--- src/common/pio_cfg_pkg.sv ---
package pio_cfg_pkg;

  localparam int PIN_COUNT = 8;
  localparam int PIN_W     = $clog2(PIN_COUNT);  // Pin base fields

  localparam int PROG_DEPTH = 32;
  localparam int PC_W       = 5;

  localparam int FIFO_DEPTH = 4;  // Both host FIFOs

  localparam int WORD_W      = 32;
  localparam int SHIFT_CNT_W = $clog2(WORD_W) + 1;  // Counts up to 32 bits

  localparam int DIV_W = 16;

endpackage

--- src/common/pio_isa_pkg.sv ---
package pio_isa_pkg;

  typedef enum logic [2:0] {
    OP_JMP       = 3'd0,
    OP_WAIT      = 3'd1,
    OP_IN        = 3'd2,
    OP_OUT       = 3'd3,
    OP_PUSH_PULL = 3'd4,  // op1[2] selects PULL
    OP_MOV       = 3'd5,
    OP_IRQ       = 3'd6,
    OP_SET       = 3'd7
  } opcode_e;

  typedef enum logic [2:0] {
    COND_ALWAYS   = 3'd0,
    COND_X_ZERO   = 3'd1,
    COND_X_DEC    = 3'd2,  // X nonzero, then decrement
    COND_Y_ZERO   = 3'd3,
    COND_Y_DEC    = 3'd4,
    COND_X_NE_Y   = 3'd5,
    COND_PIN      = 3'd6,
    COND_OSR_DATA = 3'd7   // OSR not yet shifted empty
  } jmp_cond_e;

  typedef enum logic [2:0] {
    SD_PINS    = 3'd0,
    SD_X       = 3'd1,
    SD_Y       = 3'd2,
    SD_NULL    = 3'd3,
    SD_PINDIRS = 3'd4,
    SD_PC      = 3'd5,
    SD_ISR     = 3'd6,
    SD_OSR     = 3'd7
  } src_dst_e;

  typedef enum logic [1:0] {
    MOV_NONE    = 2'd0,
    MOV_INVERT  = 2'd1,
    MOV_REVERSE = 2'd2
  } mov_op_e;

  typedef struct packed {
    opcode_e    opcode;
    logic [4:0] delay_side;
    logic [2:0] op1;
    logic [4:0] op2;
  } generic_fields_t;

  typedef struct packed {
    opcode_e    opcode;
    logic [4:0] delay_side;
    logic [2:0] destination;
    mov_op_e    mov_op;
    logic [2:0] mov_source;
  } mov_fields_t;

  // Same 16 bits, MOV splits op2 into operation and source
  typedef union packed {
    generic_fields_t generic;
    mov_fields_t     mov;
  } pio_instr_t;

endpackage

--- src/source/pio_fifo.sv ---
module pio_fifo
  import pio_cfg_pkg::*;
#(
  parameter int DEPTH = FIFO_DEPTH
) (
  input  logic              clk,
  input  logic              reset,
  input  logic [WORD_W-1:0] in_data,
  input  logic              in_valid,
  output logic              in_ready,
  output logic [WORD_W-1:0] out_data,
  output logic              out_valid,
  input  logic              out_ready
);

  localparam int PTR_W = (DEPTH > 1) ? $clog2(DEPTH) : 1;
  localparam int CNT_W = $clog2(DEPTH + 1);

  logic [WORD_W-1:0] mem [DEPTH];
  logic [PTR_W-1:0]  wr_ptr;
  logic [PTR_W-1:0]  rd_ptr;
  logic [CNT_W-1:0]  count;
  logic              do_write;
  logic              do_read;

  assign in_ready  = (count != CNT_W'(DEPTH));
  assign out_valid = (count != '0);
  assign out_data  = mem[rd_ptr];
  assign do_write  = in_valid && in_ready;
  assign do_read   = out_valid && out_ready;

  always_ff @(posedge clk) begin
    if (do_write) begin
      mem[wr_ptr] <= in_data;
    end
  end

  always_ff @(posedge clk) begin
    if (reset) begin
      wr_ptr <= '0;
      rd_ptr <= '0;
      count  <= '0;
    end else begin
      if (do_write) begin
        wr_ptr <= (wr_ptr == PTR_W'(DEPTH - 1)) ? '0 : wr_ptr + 1'b1;  // Wraps at any depth
      end
      if (do_read) begin
        rd_ptr <= (rd_ptr == PTR_W'(DEPTH - 1)) ? '0 : rd_ptr + 1'b1;
      end
      if (do_write && !do_read) begin
        count <= count + 1'b1;
      end else if (do_read && !do_write) begin
        count <= count - 1'b1;
      end
    end
  end

  assert property (@(posedge clk) disable iff (reset) count <= CNT_W'(DEPTH));
  assert property (@(posedge clk) disable iff (reset) !out_valid |=> $stable(rd_ptr));

endmodule

--- src/source/pio_clock_divider.sv ---
module pio_clock_divider
  import pio_cfg_pkg::*;
(
  input  logic             clk,
  input  logic             reset,
  input  logic             enable,
  input  logic [DIV_W-1:0] div,
  output logic             tick
);

  logic [DIV_W-1:0] count;   // Cycles left until the next tick
  logic [DIV_W-1:0] period;

  assign period = (div == '0) ? DIV_W'(1) : div;  // 0 behaves as 1
  assign tick   = enable && (count == DIV_W'(1));

  always_ff @(posedge clk) begin
    if (reset || !enable) begin
      count <= '0;
    end else if (count <= DIV_W'(1)) begin
      count <= period;  // Reload on terminal count
    end else begin
      count <= count - 1'b1;
    end
  end

endmodule

--- src/machine/pio_decoder.sv ---
module pio_decoder
  import pio_isa_pkg::*;
(
  input  pio_instr_t instr,
  input  logic [2:0] side_count,
  output opcode_e    opcode,
  output logic [2:0] op1,
  output logic [4:0] op2,
  output logic [4:0] delay,
  output logic [4:0] side_set,
  output mov_op_e    mov_op,
  output logic [2:0] mov_source
);

  logic [4:0] delay_side;
  logic [2:0] delay_bits;  // Low bits left for delay

  assign delay_side = instr.generic.delay_side;
  assign delay_bits = 3'd5 - side_count;

  assign opcode     = instr.generic.opcode;
  assign op1        = instr.generic.op1;
  assign op2        = instr.generic.op2;
  assign mov_op     = instr.mov.mov_op;
  assign mov_source = instr.mov.mov_source;

  // Side-set takes the top bits of the shared field
  assign side_set = delay_side >> delay_bits;
  assign delay    = delay_side & ~(5'h1f << delay_bits);

  always_comb begin
    assert (side_count <= 3'd5) else $error("side_count exceeds the 5-bit field");
  end

endmodule

--- src/machine/pio_shift_reg.sv ---
module pio_shift_reg
  import pio_cfg_pkg::*;
(
  input  logic                   clk,
  input  logic                   reset,
  input  logic                   en,
  input  logic                   shift_right,
  input  logic                   load,
  input  logic [WORD_W-1:0]      load_value,
  input  logic                   shift,
  input  logic [4:0]             shift_bits,
  input  logic [WORD_W-1:0]      shift_in,
  input  logic                   count_reset,
  output logic [WORD_W-1:0]      value,
  output logic [WORD_W-1:0]      shift_out,
  output logic [SHIFT_CNT_W-1:0] count
);

  logic [SHIFT_CNT_W-1:0] amount;     // 1 to 32 bits
  logic [WORD_W-1:0]      mask;
  logic [WORD_W-1:0]      shifted;
  logic [SHIFT_CNT_W:0]   count_sum;

  assign amount = (shift_bits == '0) ? SHIFT_CNT_W'(WORD_W) : SHIFT_CNT_W'(shift_bits);
  assign mask   = ~({WORD_W{1'b1}} << amount);

  // Right shift brings new bits in at the top, left shift at the bottom
  assign shifted = shift_right ?
      (value >> amount) | (shift_in << (SHIFT_CNT_W'(WORD_W) - amount)) :
      (value << amount) | (shift_in & mask);
  assign shift_out = shift_right ? (value & mask) :
                                   (value >> (SHIFT_CNT_W'(WORD_W) - amount));

  assign count_sum = count + amount;

  always_ff @(posedge clk) begin
    if (en && load) begin
      value <= load_value;
    end else if (en && shift) begin
      value <= shifted;
    end
  end

  always_ff @(posedge clk) begin
    if (reset) begin
      count <= '0;
    end else if (en && load) begin
      count <= count_reset ? '0 : SHIFT_CNT_W'(WORD_W);
    end else if (en && shift) begin
      count <= (count_sum > (SHIFT_CNT_W + 1)'(WORD_W)) ? SHIFT_CNT_W'(WORD_W) :
                                                         count_sum[SHIFT_CNT_W-1:0];
    end
  end

endmodule

--- src/machine/pio_machine.sv ---
module pio_machine
  import pio_isa_pkg::*, pio_cfg_pkg::*;
(
  input  logic                 clk,
  input  logic                 reset,
  input  logic                 enable,
  input  logic                 tick,
  input  logic                 prog_we,
  input  logic [PC_W-1:0]      prog_addr,
  input  logic [15:0]          prog_data,
  input  logic [WORD_W-1:0]    pull_data,
  input  logic                 pull_valid,
  output logic                 pull_ready,
  output logic [WORD_W-1:0]    push_data,
  output logic                 push_valid,
  input  logic                 push_ready,
  input  logic [PIN_COUNT-1:0] in_pins,
  output logic [PIN_COUNT-1:0] out_pins,
  output logic [PIN_COUNT-1:0] pin_dirs,
  input  logic [PC_W-1:0]      wrap_target,
  input  logic [PC_W-1:0]      wrap_end,
  input  logic [PIN_W-1:0]     out_base,
  input  logic [PIN_W-1:0]     set_base,
  input  logic [PIN_W-1:0]     in_base,
  input  logic [PIN_W-1:0]     side_base,
  input  logic [3:0]           out_count,
  input  logic [3:0]           set_count,
  input  logic [2:0]           side_count,
  input  logic                 shift_right
);

  logic [15:0]            prog_mem [PROG_DEPTH];
  pio_instr_t             instr;
  logic [PC_W-1:0]        pc;
  logic [WORD_W-1:0]      x_reg;
  logic [WORD_W-1:0]      y_reg;
  logic [4:0]             delay_cnt;
  opcode_e                opcode;
  logic [2:0]             op1;
  logic [4:0]             op2;
  logic [4:0]             delay;
  logic [4:0]             side_set;
  mov_op_e                mov_op;
  logic [2:0]             mov_source;
  logic [WORD_W-1:0]      isr_val;
  logic [WORD_W-1:0]      osr_val;
  logic [WORD_W-1:0]      osr_out;
  logic [SHIFT_CNT_W-1:0] osr_count;
  logic [WORD_W-1:0]      in_window;  // in_pins rotated by in_base
  logic [2:0]             src_sel;
  logic [WORD_W-1:0]      src_val;
  logic [WORD_W-1:0]      new_val;
  logic                   exec_now;
  logic                   advance;
  logic                   waiting;
  logic                   jmp;
  logic [PC_W-1:0]        jmp_target;
  logic                   set_x;
  logic                   set_y;
  logic                   dec_x;
  logic                   dec_y;
  logic                   isr_load;
  logic                   isr_shift;
  logic                   osr_load;
  logic                   osr_shift;
  logic                   osr_count_reset;
  logic                   pins_we;
  logic                   dirs_we;
  logic [PIN_W-1:0]       pin_base;
  logic [3:0]             pin_count;
  logic [PIN_COUNT-1:0]   pins_next;
  logic [PIN_COUNT-1:0]   dirs_next;

  // Writes count bits of data starting at base, wrapping around the pin bus
  function automatic logic [PIN_COUNT-1:0] put_pins(input logic [PIN_COUNT-1:0] old_pins,
                                                    input logic [WORD_W-1:0] data,
                                                    input logic [PIN_W-1:0] base,
                                                    input logic [3:0] count);
    logic [PIN_COUNT-1:0] result;
    result = old_pins;
    for (int i = 0; i < PIN_COUNT; i++) begin
      if (i < int'(count)) begin
        result[(int'(base) + i) % PIN_COUNT] = data[i];
      end
    end
    return result;
  endfunction

  function automatic logic [WORD_W-1:0] mov_apply(input logic [WORD_W-1:0] data,
                                                  input mov_op_e op);
    logic [WORD_W-1:0] result;
    result = data;
    case (op)
      MOV_INVERT: result = ~data;
      MOV_REVERSE: begin
        for (int i = 0; i < WORD_W; i++) begin
          result[i] = data[WORD_W-1-i];
        end
      end
      default: result = data;  // MOV_NONE and the spare code
    endcase
    return result;
  endfunction

  assign instr     = prog_mem[pc];
  assign exec_now  = enable && tick && (delay_cnt == '0);
  assign advance   = exec_now && !waiting;
  assign push_data = isr_val;
  assign src_sel   = (opcode == OP_MOV) ? mov_source : op1;
  assign pin_base  = (opcode == OP_SET) ? set_base : out_base;   // MOV and OUT share out pins
  assign pin_count = (opcode == OP_SET) ? set_count : out_count;

  always_comb begin
    in_window = '0;
    for (int i = 0; i < PIN_COUNT; i++) begin
      in_window[i] = in_pins[(int'(in_base) + i) % PIN_COUNT];
    end
  end

  always_comb begin
    case (src_dst_e'(src_sel))
      SD_PINS: src_val = in_window;
      SD_X:    src_val = x_reg;
      SD_Y:    src_val = y_reg;
      SD_NULL: src_val = '0;
      SD_ISR:  src_val = isr_val;
      SD_OSR:  src_val = osr_val;
      default: src_val = '0;
    endcase
  end

  // Execute the current instruction
  always_comb begin
    waiting         = 1'b0;
    jmp             = 1'b0;
    jmp_target      = op2[PC_W-1:0];
    set_x           = 1'b0;
    set_y           = 1'b0;
    dec_x           = 1'b0;
    dec_y           = 1'b0;
    new_val         = '0;
    isr_load        = 1'b0;
    isr_shift       = 1'b0;
    osr_load        = 1'b0;
    osr_shift       = 1'b0;
    osr_count_reset = 1'b1;
    pins_we         = 1'b0;
    dirs_we         = 1'b0;
    pull_ready      = 1'b0;
    push_valid      = 1'b0;
    if (exec_now) begin
      case (opcode)
        OP_JMP: begin
          case (jmp_cond_e'(op1))
            COND_ALWAYS:   jmp = 1'b1;
            COND_X_ZERO:   jmp = (x_reg == '0);
            COND_X_DEC: begin
              jmp   = (x_reg != '0);
              dec_x = 1'b1;
            end
            COND_Y_ZERO:   jmp = (y_reg == '0);
            COND_Y_DEC: begin
              jmp   = (y_reg != '0);
              dec_y = 1'b1;
            end
            COND_X_NE_Y:   jmp = (x_reg != y_reg);
            COND_PIN:      jmp = in_window[0];
            COND_OSR_DATA: jmp = (osr_count < SHIFT_CNT_W'(WORD_W));
            default:       jmp = 1'b0;
          endcase
        end
        OP_WAIT: waiting = (op1[1:0] == 2'd0) && (in_pins[op2[PIN_W-1:0]] != op1[2]);  // GPIO only
        OP_IN: begin
          isr_shift = 1'b1;
          new_val   = src_val;
        end
        OP_OUT: begin
          osr_shift = 1'b1;
          new_val   = osr_out;
          case (src_dst_e'(op1))
            SD_PINS:    pins_we = 1'b1;
            SD_X:       set_x = 1'b1;
            SD_Y:       set_y = 1'b1;
            SD_PINDIRS: dirs_we = 1'b1;
            SD_PC: begin
              jmp        = 1'b1;
              jmp_target = osr_out[PC_W-1:0];
            end
            default: ;
          endcase
        end
        OP_PUSH_PULL: begin
          if (!op1[2]) begin
            push_valid = push_ready;
            waiting    = op1[0] && !push_ready;
            isr_load   = !waiting;  // ISR clears even when a non-blocking push is dropped
          end else begin
            pull_ready      = pull_valid;
            waiting         = op1[0] && !pull_valid;
            osr_load        = !waiting;
            new_val         = pull_valid ? pull_data : x_reg;
            osr_count_reset = pull_valid;  // X copy leaves OSR marked empty
          end
        end
        OP_MOV: begin
          new_val = mov_apply(src_val, mov_op);
          case (src_dst_e'(op1))
            SD_PINS: pins_we = 1'b1;
            SD_X:    set_x = 1'b1;
            SD_Y:    set_y = 1'b1;
            SD_ISR:  isr_load = 1'b1;
            SD_OSR:  osr_load = 1'b1;
            default: ;
          endcase
        end
        OP_IRQ: ;  // Decoded, no effect
        OP_SET: begin
          new_val = WORD_W'(op2);
          case (src_dst_e'(op1))
            SD_PINS:    pins_we = 1'b1;
            SD_X:       set_x = 1'b1;
            SD_Y:       set_y = 1'b1;
            SD_PINDIRS: dirs_we = 1'b1;
            default: ;
          endcase
        end
        default: ;
      endcase
    end
  end

  always_comb begin
    pins_next = out_pins;
    dirs_next = pin_dirs;
    if (pins_we) begin
      pins_next = put_pins(out_pins, new_val, pin_base, pin_count);
    end
    if (dirs_we) begin
      dirs_next = put_pins(pin_dirs, new_val, pin_base, pin_count);
    end
    if (exec_now) begin  // Side-set wins, also while stalled
      pins_next = put_pins(pins_next, WORD_W'(side_set), side_base, {1'b0, side_count});
    end
  end

  always_ff @(posedge clk) begin
    if (prog_we) begin
      prog_mem[prog_addr] <= prog_data;
    end
  end

  always_ff @(posedge clk) begin
    if (reset) begin
      pc        <= '0;
      delay_cnt <= '0;
      out_pins  <= '0;
      pin_dirs  <= '0;
    end else begin
      out_pins <= pins_next;
      pin_dirs <= dirs_next;
      if (enable && tick && delay_cnt != '0) begin
        delay_cnt <= delay_cnt - 1'b1;
      end else if (advance) begin
        delay_cnt <= delay;
      end
      if (advance) begin
        if (jmp) begin
          pc <= jmp_target;
        end else if (pc == wrap_end) begin
          pc <= wrap_target;
        end else begin
          pc <= pc + 1'b1;
        end
      end
    end
  end

  always_ff @(posedge clk) begin
    if (advance) begin
      if (set_x) begin
        x_reg <= new_val;
      end else if (dec_x) begin
        x_reg <= x_reg - 1'b1;
      end
      if (set_y) begin
        y_reg <= new_val;
      end else if (dec_y) begin
        y_reg <= y_reg - 1'b1;
      end
    end
  end

  pio_decoder decoder_i (
    .instr      (instr),
    .side_count (side_count),
    .opcode     (opcode),
    .op1        (op1),
    .op2        (op2),
    .delay      (delay),
    .side_set   (side_set),
    .mov_op     (mov_op),
    .mov_source (mov_source)
  );

  pio_shift_reg isr_i (
    .clk         (clk),
    .reset       (reset),
    .en          (advance),
    .shift_right (shift_right),
    .load        (isr_load),
    .load_value  (new_val),
    .shift       (isr_shift),
    .shift_bits  (op2),
    .shift_in    (new_val),
    .count_reset (1'b1),
    .value       (isr_val),
    .shift_out   (),
    .count       ()
  );

  pio_shift_reg osr_i (
    .clk         (clk),
    .reset       (reset),
    .en          (advance),
    .shift_right (shift_right),
    .load        (osr_load),
    .load_value  (new_val),
    .shift       (osr_shift),
    .shift_bits  (op2),
    .shift_in    ('0),
    .count_reset (osr_count_reset),
    .value       (osr_val),
    .shift_out   (osr_out),
    .count       (osr_count)
  );

  // FIFO strobes only fire when the partner side is already there
  assert property (@(posedge clk) disable iff (reset) push_valid |-> push_ready);
  assert property (@(posedge clk) disable iff (reset) pull_ready |-> pull_valid);
  assert property (@(posedge clk) disable iff (reset) enable |-> !prog_we);

endmodule

--- src/source/pio_top.sv ---
module pio_top
  import pio_cfg_pkg::*;
(
  input  logic                 clk,
  input  logic                 reset,
  input  logic                 enable,
  input  logic [DIV_W-1:0]     clk_div,
  input  logic                 prog_we,
  input  logic [PC_W-1:0]      prog_addr,
  input  logic [15:0]          prog_data,
  input  logic [WORD_W-1:0]    tx_data,
  input  logic                 tx_valid,
  output logic                 tx_ready,
  output logic [WORD_W-1:0]    rx_data,
  output logic                 rx_valid,
  input  logic                 rx_ready,
  input  logic [PIN_COUNT-1:0] in_pins,
  output logic [PIN_COUNT-1:0] out_pins,
  output logic [PIN_COUNT-1:0] pin_dirs,
  input  logic [PC_W-1:0]      wrap_target,
  input  logic [PC_W-1:0]      wrap_end,
  input  logic [PIN_W-1:0]     out_base,
  input  logic [PIN_W-1:0]     set_base,
  input  logic [PIN_W-1:0]     in_base,
  input  logic [PIN_W-1:0]     side_base,
  input  logic [3:0]           out_count,
  input  logic [3:0]           set_count,
  input  logic [2:0]           side_count,
  input  logic                 shift_right
);

  logic [WORD_W-1:0] pull_data;
  logic              pull_valid;
  logic              pull_ready;
  logic [WORD_W-1:0] push_data;
  logic              push_valid;
  logic              push_ready;
  logic              tick;

  pio_fifo #(.DEPTH(FIFO_DEPTH)) tx_fifo_i (  // Host to machine
    .clk       (clk),
    .reset     (reset),
    .in_data   (tx_data),
    .in_valid  (tx_valid),
    .in_ready  (tx_ready),
    .out_data  (pull_data),
    .out_valid (pull_valid),
    .out_ready (pull_ready)
  );

  pio_fifo #(.DEPTH(FIFO_DEPTH)) rx_fifo_i (  // Machine to host
    .clk       (clk),
    .reset     (reset),
    .in_data   (push_data),
    .in_valid  (push_valid),
    .in_ready  (push_ready),
    .out_data  (rx_data),
    .out_valid (rx_valid),
    .out_ready (rx_ready)
  );

  pio_clock_divider divider_i (
    .clk    (clk),
    .reset  (reset),
    .enable (enable),
    .div    (clk_div),
    .tick   (tick)
  );

  pio_machine machine_i (
    .clk         (clk),
    .reset       (reset),
    .enable      (enable),
    .tick        (tick),
    .prog_we     (prog_we),
    .prog_addr   (prog_addr),
    .prog_data   (prog_data),
    .pull_data   (pull_data),
    .pull_valid  (pull_valid),
    .pull_ready  (pull_ready),
    .push_data   (push_data),
    .push_valid  (push_valid),
    .push_ready  (push_ready),
    .in_pins     (in_pins),
    .out_pins    (out_pins),
    .pin_dirs    (pin_dirs),
    .wrap_target (wrap_target),
    .wrap_end    (wrap_end),
    .out_base    (out_base),
    .set_base    (set_base),
    .in_base     (in_base),
    .side_base   (side_base),
    .out_count   (out_count),
    .set_count   (set_count),
    .side_count  (side_count),
    .shift_right (shift_right)
  );

endmodule

--- config.mk ---
export PLATFORM = sky130hd
export DESIGN_NAME = pio_top
export DESIGN_NICKNAME = d
export VERILOG_FILES = /design/src/common/pio_cfg_pkg.sv /design/src/common/pio_isa_pkg.sv /design/src/source/pio_fifo.sv /design/src/source/pio_clock_divider.sv /design/src/machine/pio_decoder.sv /design/src/machine/pio_shift_reg.sv /design/src/machine/pio_machine.sv /design/src/source/pio_top.sv
export SDC_FILE = /design/constraint.sdc
export NUM_CORES = 2
export LEC_CHECK = 0
export BUFFER_PORTS_ARGS = -buffer_cell sky130_fd_sc_hd__buf_4
export CORE_MARGIN = 4
export CORE_UTILIZATION = 30
export CTS_BUF_LIST = sky130_fd_sc_hd__clkbuf_8 sky130_fd_sc_hd__clkbuf_16
export CTS_CLUSTER_DIAMETER = 80
export CTS_CLUSTER_SIZE = 40
export DETAILED_ROUTE_END_ITERATION = 10
export PLACE_DENSITY_LB_ADDON = 0.25
export SLEW_MARGIN = 30
export SYNTH_ARGS = -nofsm -noshare
export SYNTH_HDL_FRONTEND = slang
export SYNTH_SLANG_ARGS = --single-unit
--- constraint.sdc ---
create_clock -name clk -period 9.3 [get_ports clk]
set_clock_uncertainty 0.2 [all_clocks]
set_input_delay 0.93 -clock clk [delete_from_list [all_inputs] [get_ports clk]]
set_output_delay 0.93 -clock clk [all_outputs]
set_load 0.05 [all_outputs]
==> impl_metrics.json <==
{
  "status": "finished, final reports clean",
  "p_sw_mw": 5.333,
  "clockBufferDepth": 3,
  "fp.dieW_um": 446.3,
  "synth_nets": 5329,
  "cp.required_ns": 9.59,
  "overflow": 0,
  "p_seq_share_pct": 37.1,
  "wl_per_cell_um": 33.99,
  "syn_inst": 5166,
  "drtIter0Drc": 7403,
  "syn_area_mm2": 0.05763,
  "numCtsBuffers": 68,
  "critical_path.slowest_cell": "o22ai_1",
  "fmax_mhz": 113.6,
  "ys_types": 104,
  "first_pass_iters": 9,
  "p_sw_share_pct": 39.82,
  "cts_resized": 0,
  "avgSynthCellArea_um2": 11.16,
  "ios": 167,
  "start_util_pct": 30.24,
  "ys_seq_elements": 967,
  "maxSlewHeadroom_pct": 16.52,
  "hold_class": "in -> reg",
  "power_frac_clock_pct": 27.5,
  "viasPerCell": 6.289,
  "fin_crit_ns": 8.803,
  "fin_crit_sh_pct": 94.65,
  "core-area_mm2": 0.1906,
  "die_area_mm2": 0.1992,
  "fillCellCount": 19040,
  "p_leak_nw": 21.28,
  "top_register": "machine_i.prog_mem",
  "place_hpwl_um": 193400,
  "grt_pass1_wl_um": 368300,
  "clock-sinks": 967,
  "ant_nets": 0,
  "cts_setup_buffers": 0,
  "cts_hold_buf": 0,
  "synth_ff_type": "edfxtp_1",
  "yosysTopAreaCell": "edfxtp_1",
  "io_buffers": 166,
  "ys_warn_count": 0,
  "grt_pass1_vias": 46540,
  "synth_async_sr_flop_share_pct": 0,
  "end_kind": "register",
  "combPwrFrac_pct": 35.4,
  "ff2ff_setup_slack_ns": 0.50,
  "final.setup.tns_ns": 0,
  "cts_htree_levels": 3,
  "start_kind": "register",
  "clk_latency_ns": 0.79,
  "rsz0062_at_grt": "false",
  "area_growth_pct": 13.51,
  "drv_slew": 0,
  "dp.cells": 7658,
  "antenna_found_initial": 24,
  "power_density_mw_per_mm2": 204.7,
  "arrival_ns": 9.10,
  "fp-row-count": 160,
  "multiInputGateArea_mm2": 0.02781,
  "gp_congestion": 1.108,
  "synth-edff-count": 896,
  "crit_path_max_fanout": 35,
  "synth_top_area_share_pct": 46.69,
  "synth_commonest_cells": "edfxtp_1, nor2_1, nand2_1",
  "grt_max_degree": 86,
  "cts-root-buf": "clkbuf_16",
  "final_util_pct": 34.32,
  "worst_slew_pin_slew_ns": 1.217,
  "drc_errors": 0,
  "hold_viol": 0,
  "yosysSeqAreaShare_pct": 49.16,
  "p_int_mw": 8.058,
  "cts_tree": "built",
  "path_clk_slew_ns": 0.11,
  "setup_viol": 0,
  "reg_top3": "machine_i.prog_mem: 512 flops, rx_fifo_i.mem: 128 flops, tx_fifo_i.mem: 128 flops",
  "regArea_mm2": 0.02834,
  "track_usage_pct": 25.85,
  "layout-drive-gt1-share_pct": 18.05,
  "slowest_delay_ns": 0.66,
  "finalWirelength_um": 265200,
  "nets": 5381,
  "synth_most_common_cell": "edfxtp_1",
  "largest_reg_flops": 512,
  "ys_top_cells_by_area": "edfxtp_1, mux4_2, mux2i_1",
  "critPathKind": "reg -> reg",
  "die_h_um": 446.3,
  "maxCapViolCount": 0,
  "vias": 49070,
  "max-vdd-ir-drop_uv": 148.9,
  "crit_top_cell": "buf_4",
  "instances_no_fill": 7802
}
## layer usage
metal | share of wire [%] | up-vias | GRT usage (%)
met2 | 43 | 3279 | 38.21
met1 | 39 | 24540 | 33.59
met3 | 10 | 856 | 7.095
met5 | 0.086 | - | 0.4151
met4 | 7.5 | 10 | 15.79
li1 | - | 20380 | -
## path summary, 6_finish.rpt
check,start,depth (start not counted),end
setup / recovery,register,25,machine_i.isr_i.value[14]$_DFFE_PP_
hold / removal,tx_data[25],1,tx_fifo_i.mem[3][25]$_DFFE_PP_
setup reg to reg,register,25,machine_i.isr_i.value[14]$_DFFE_PP_
hold reg to reg,machine_i.osr_i.count[0]$_SDFFE_PP0P_,2,machine_i.osr_i.count[0]$_SDFFE_PP0P_
## power groups by stage
stage | Combinational (mW) | Sequential [mW] | Clock, mW
CTS | 4.56 | 4.96 | 3.77
global placement | 4.56 | 5.06 | 0
detailed placement | 4.54 | 5.06 | 0
global route | 4.90 | 4.98 | 3.94
finish | 4.75 | 4.96 | 3.68
floorplan | 2.88 | 5.03 | 0
## per-stage QoR
stage                     worst slack, ns  area [um2]  hold slack (ns)  power (mW)
after global routing               0.3607       65380           0.1170       13.82
after floorplan                   0.05525       57630           0.2362       7.912
final                              0.4972       65410           0.1544       13.39
after detailed placement           0.8223       62430           0.2611       9.602
after CTS                          0.7699       65310           0.1051       13.29
after global placement              1.056       62300           0.2482       9.621
## kinds of logic (layout without fill, tap and decap cells)
group,count (synthesis),after routing,synth area share (%)
flops,967,967,49.16
xor+xnor,123,123,1.869
fa+ha+maj,46,46,1.038
compound gates,1423,1423,16.58
simple gates,1500,1500,12.06
other cells,0,18,0
mux,635,635,15.98
buf+inv,472,579,3.318
## layout make-up
cell class	instances	area share (%)
diodes	18	0.06886
clock buffers	71	2.682
clock inverters	54	1.723
inverters	76	0.4399
multi-input cells	3727	42.51
flip-flops and latches	967	43.33
well taps	2511	4.803
repair buffers	378	4.440
## critical path, delay by kind of cell (launching register included)
kind,cells,cell delay [ns]
AOI/OAI and AO/OA,8,2.53
buffers and inverters,7,2.13
and+or+nand+nor,7,1.95
adders and majority gates,2,0.83
DFF,1,0.50
muxes,1,0.31
## cell usage in the layout, fill, tap and decap left out, types with 98 or more instances in the layout
cell type / instances
nor2_1: 463
nor3_1: 119
a21oi_1: 298
a22oi_1: 98
mux4_2: 218
buf_4: 370
edfxtp_1: 896
nand2_1: 390
nand3_1: 152
o21ai_0: 295
mux2i_1: 335
Power figures use the tool's default switching activity.
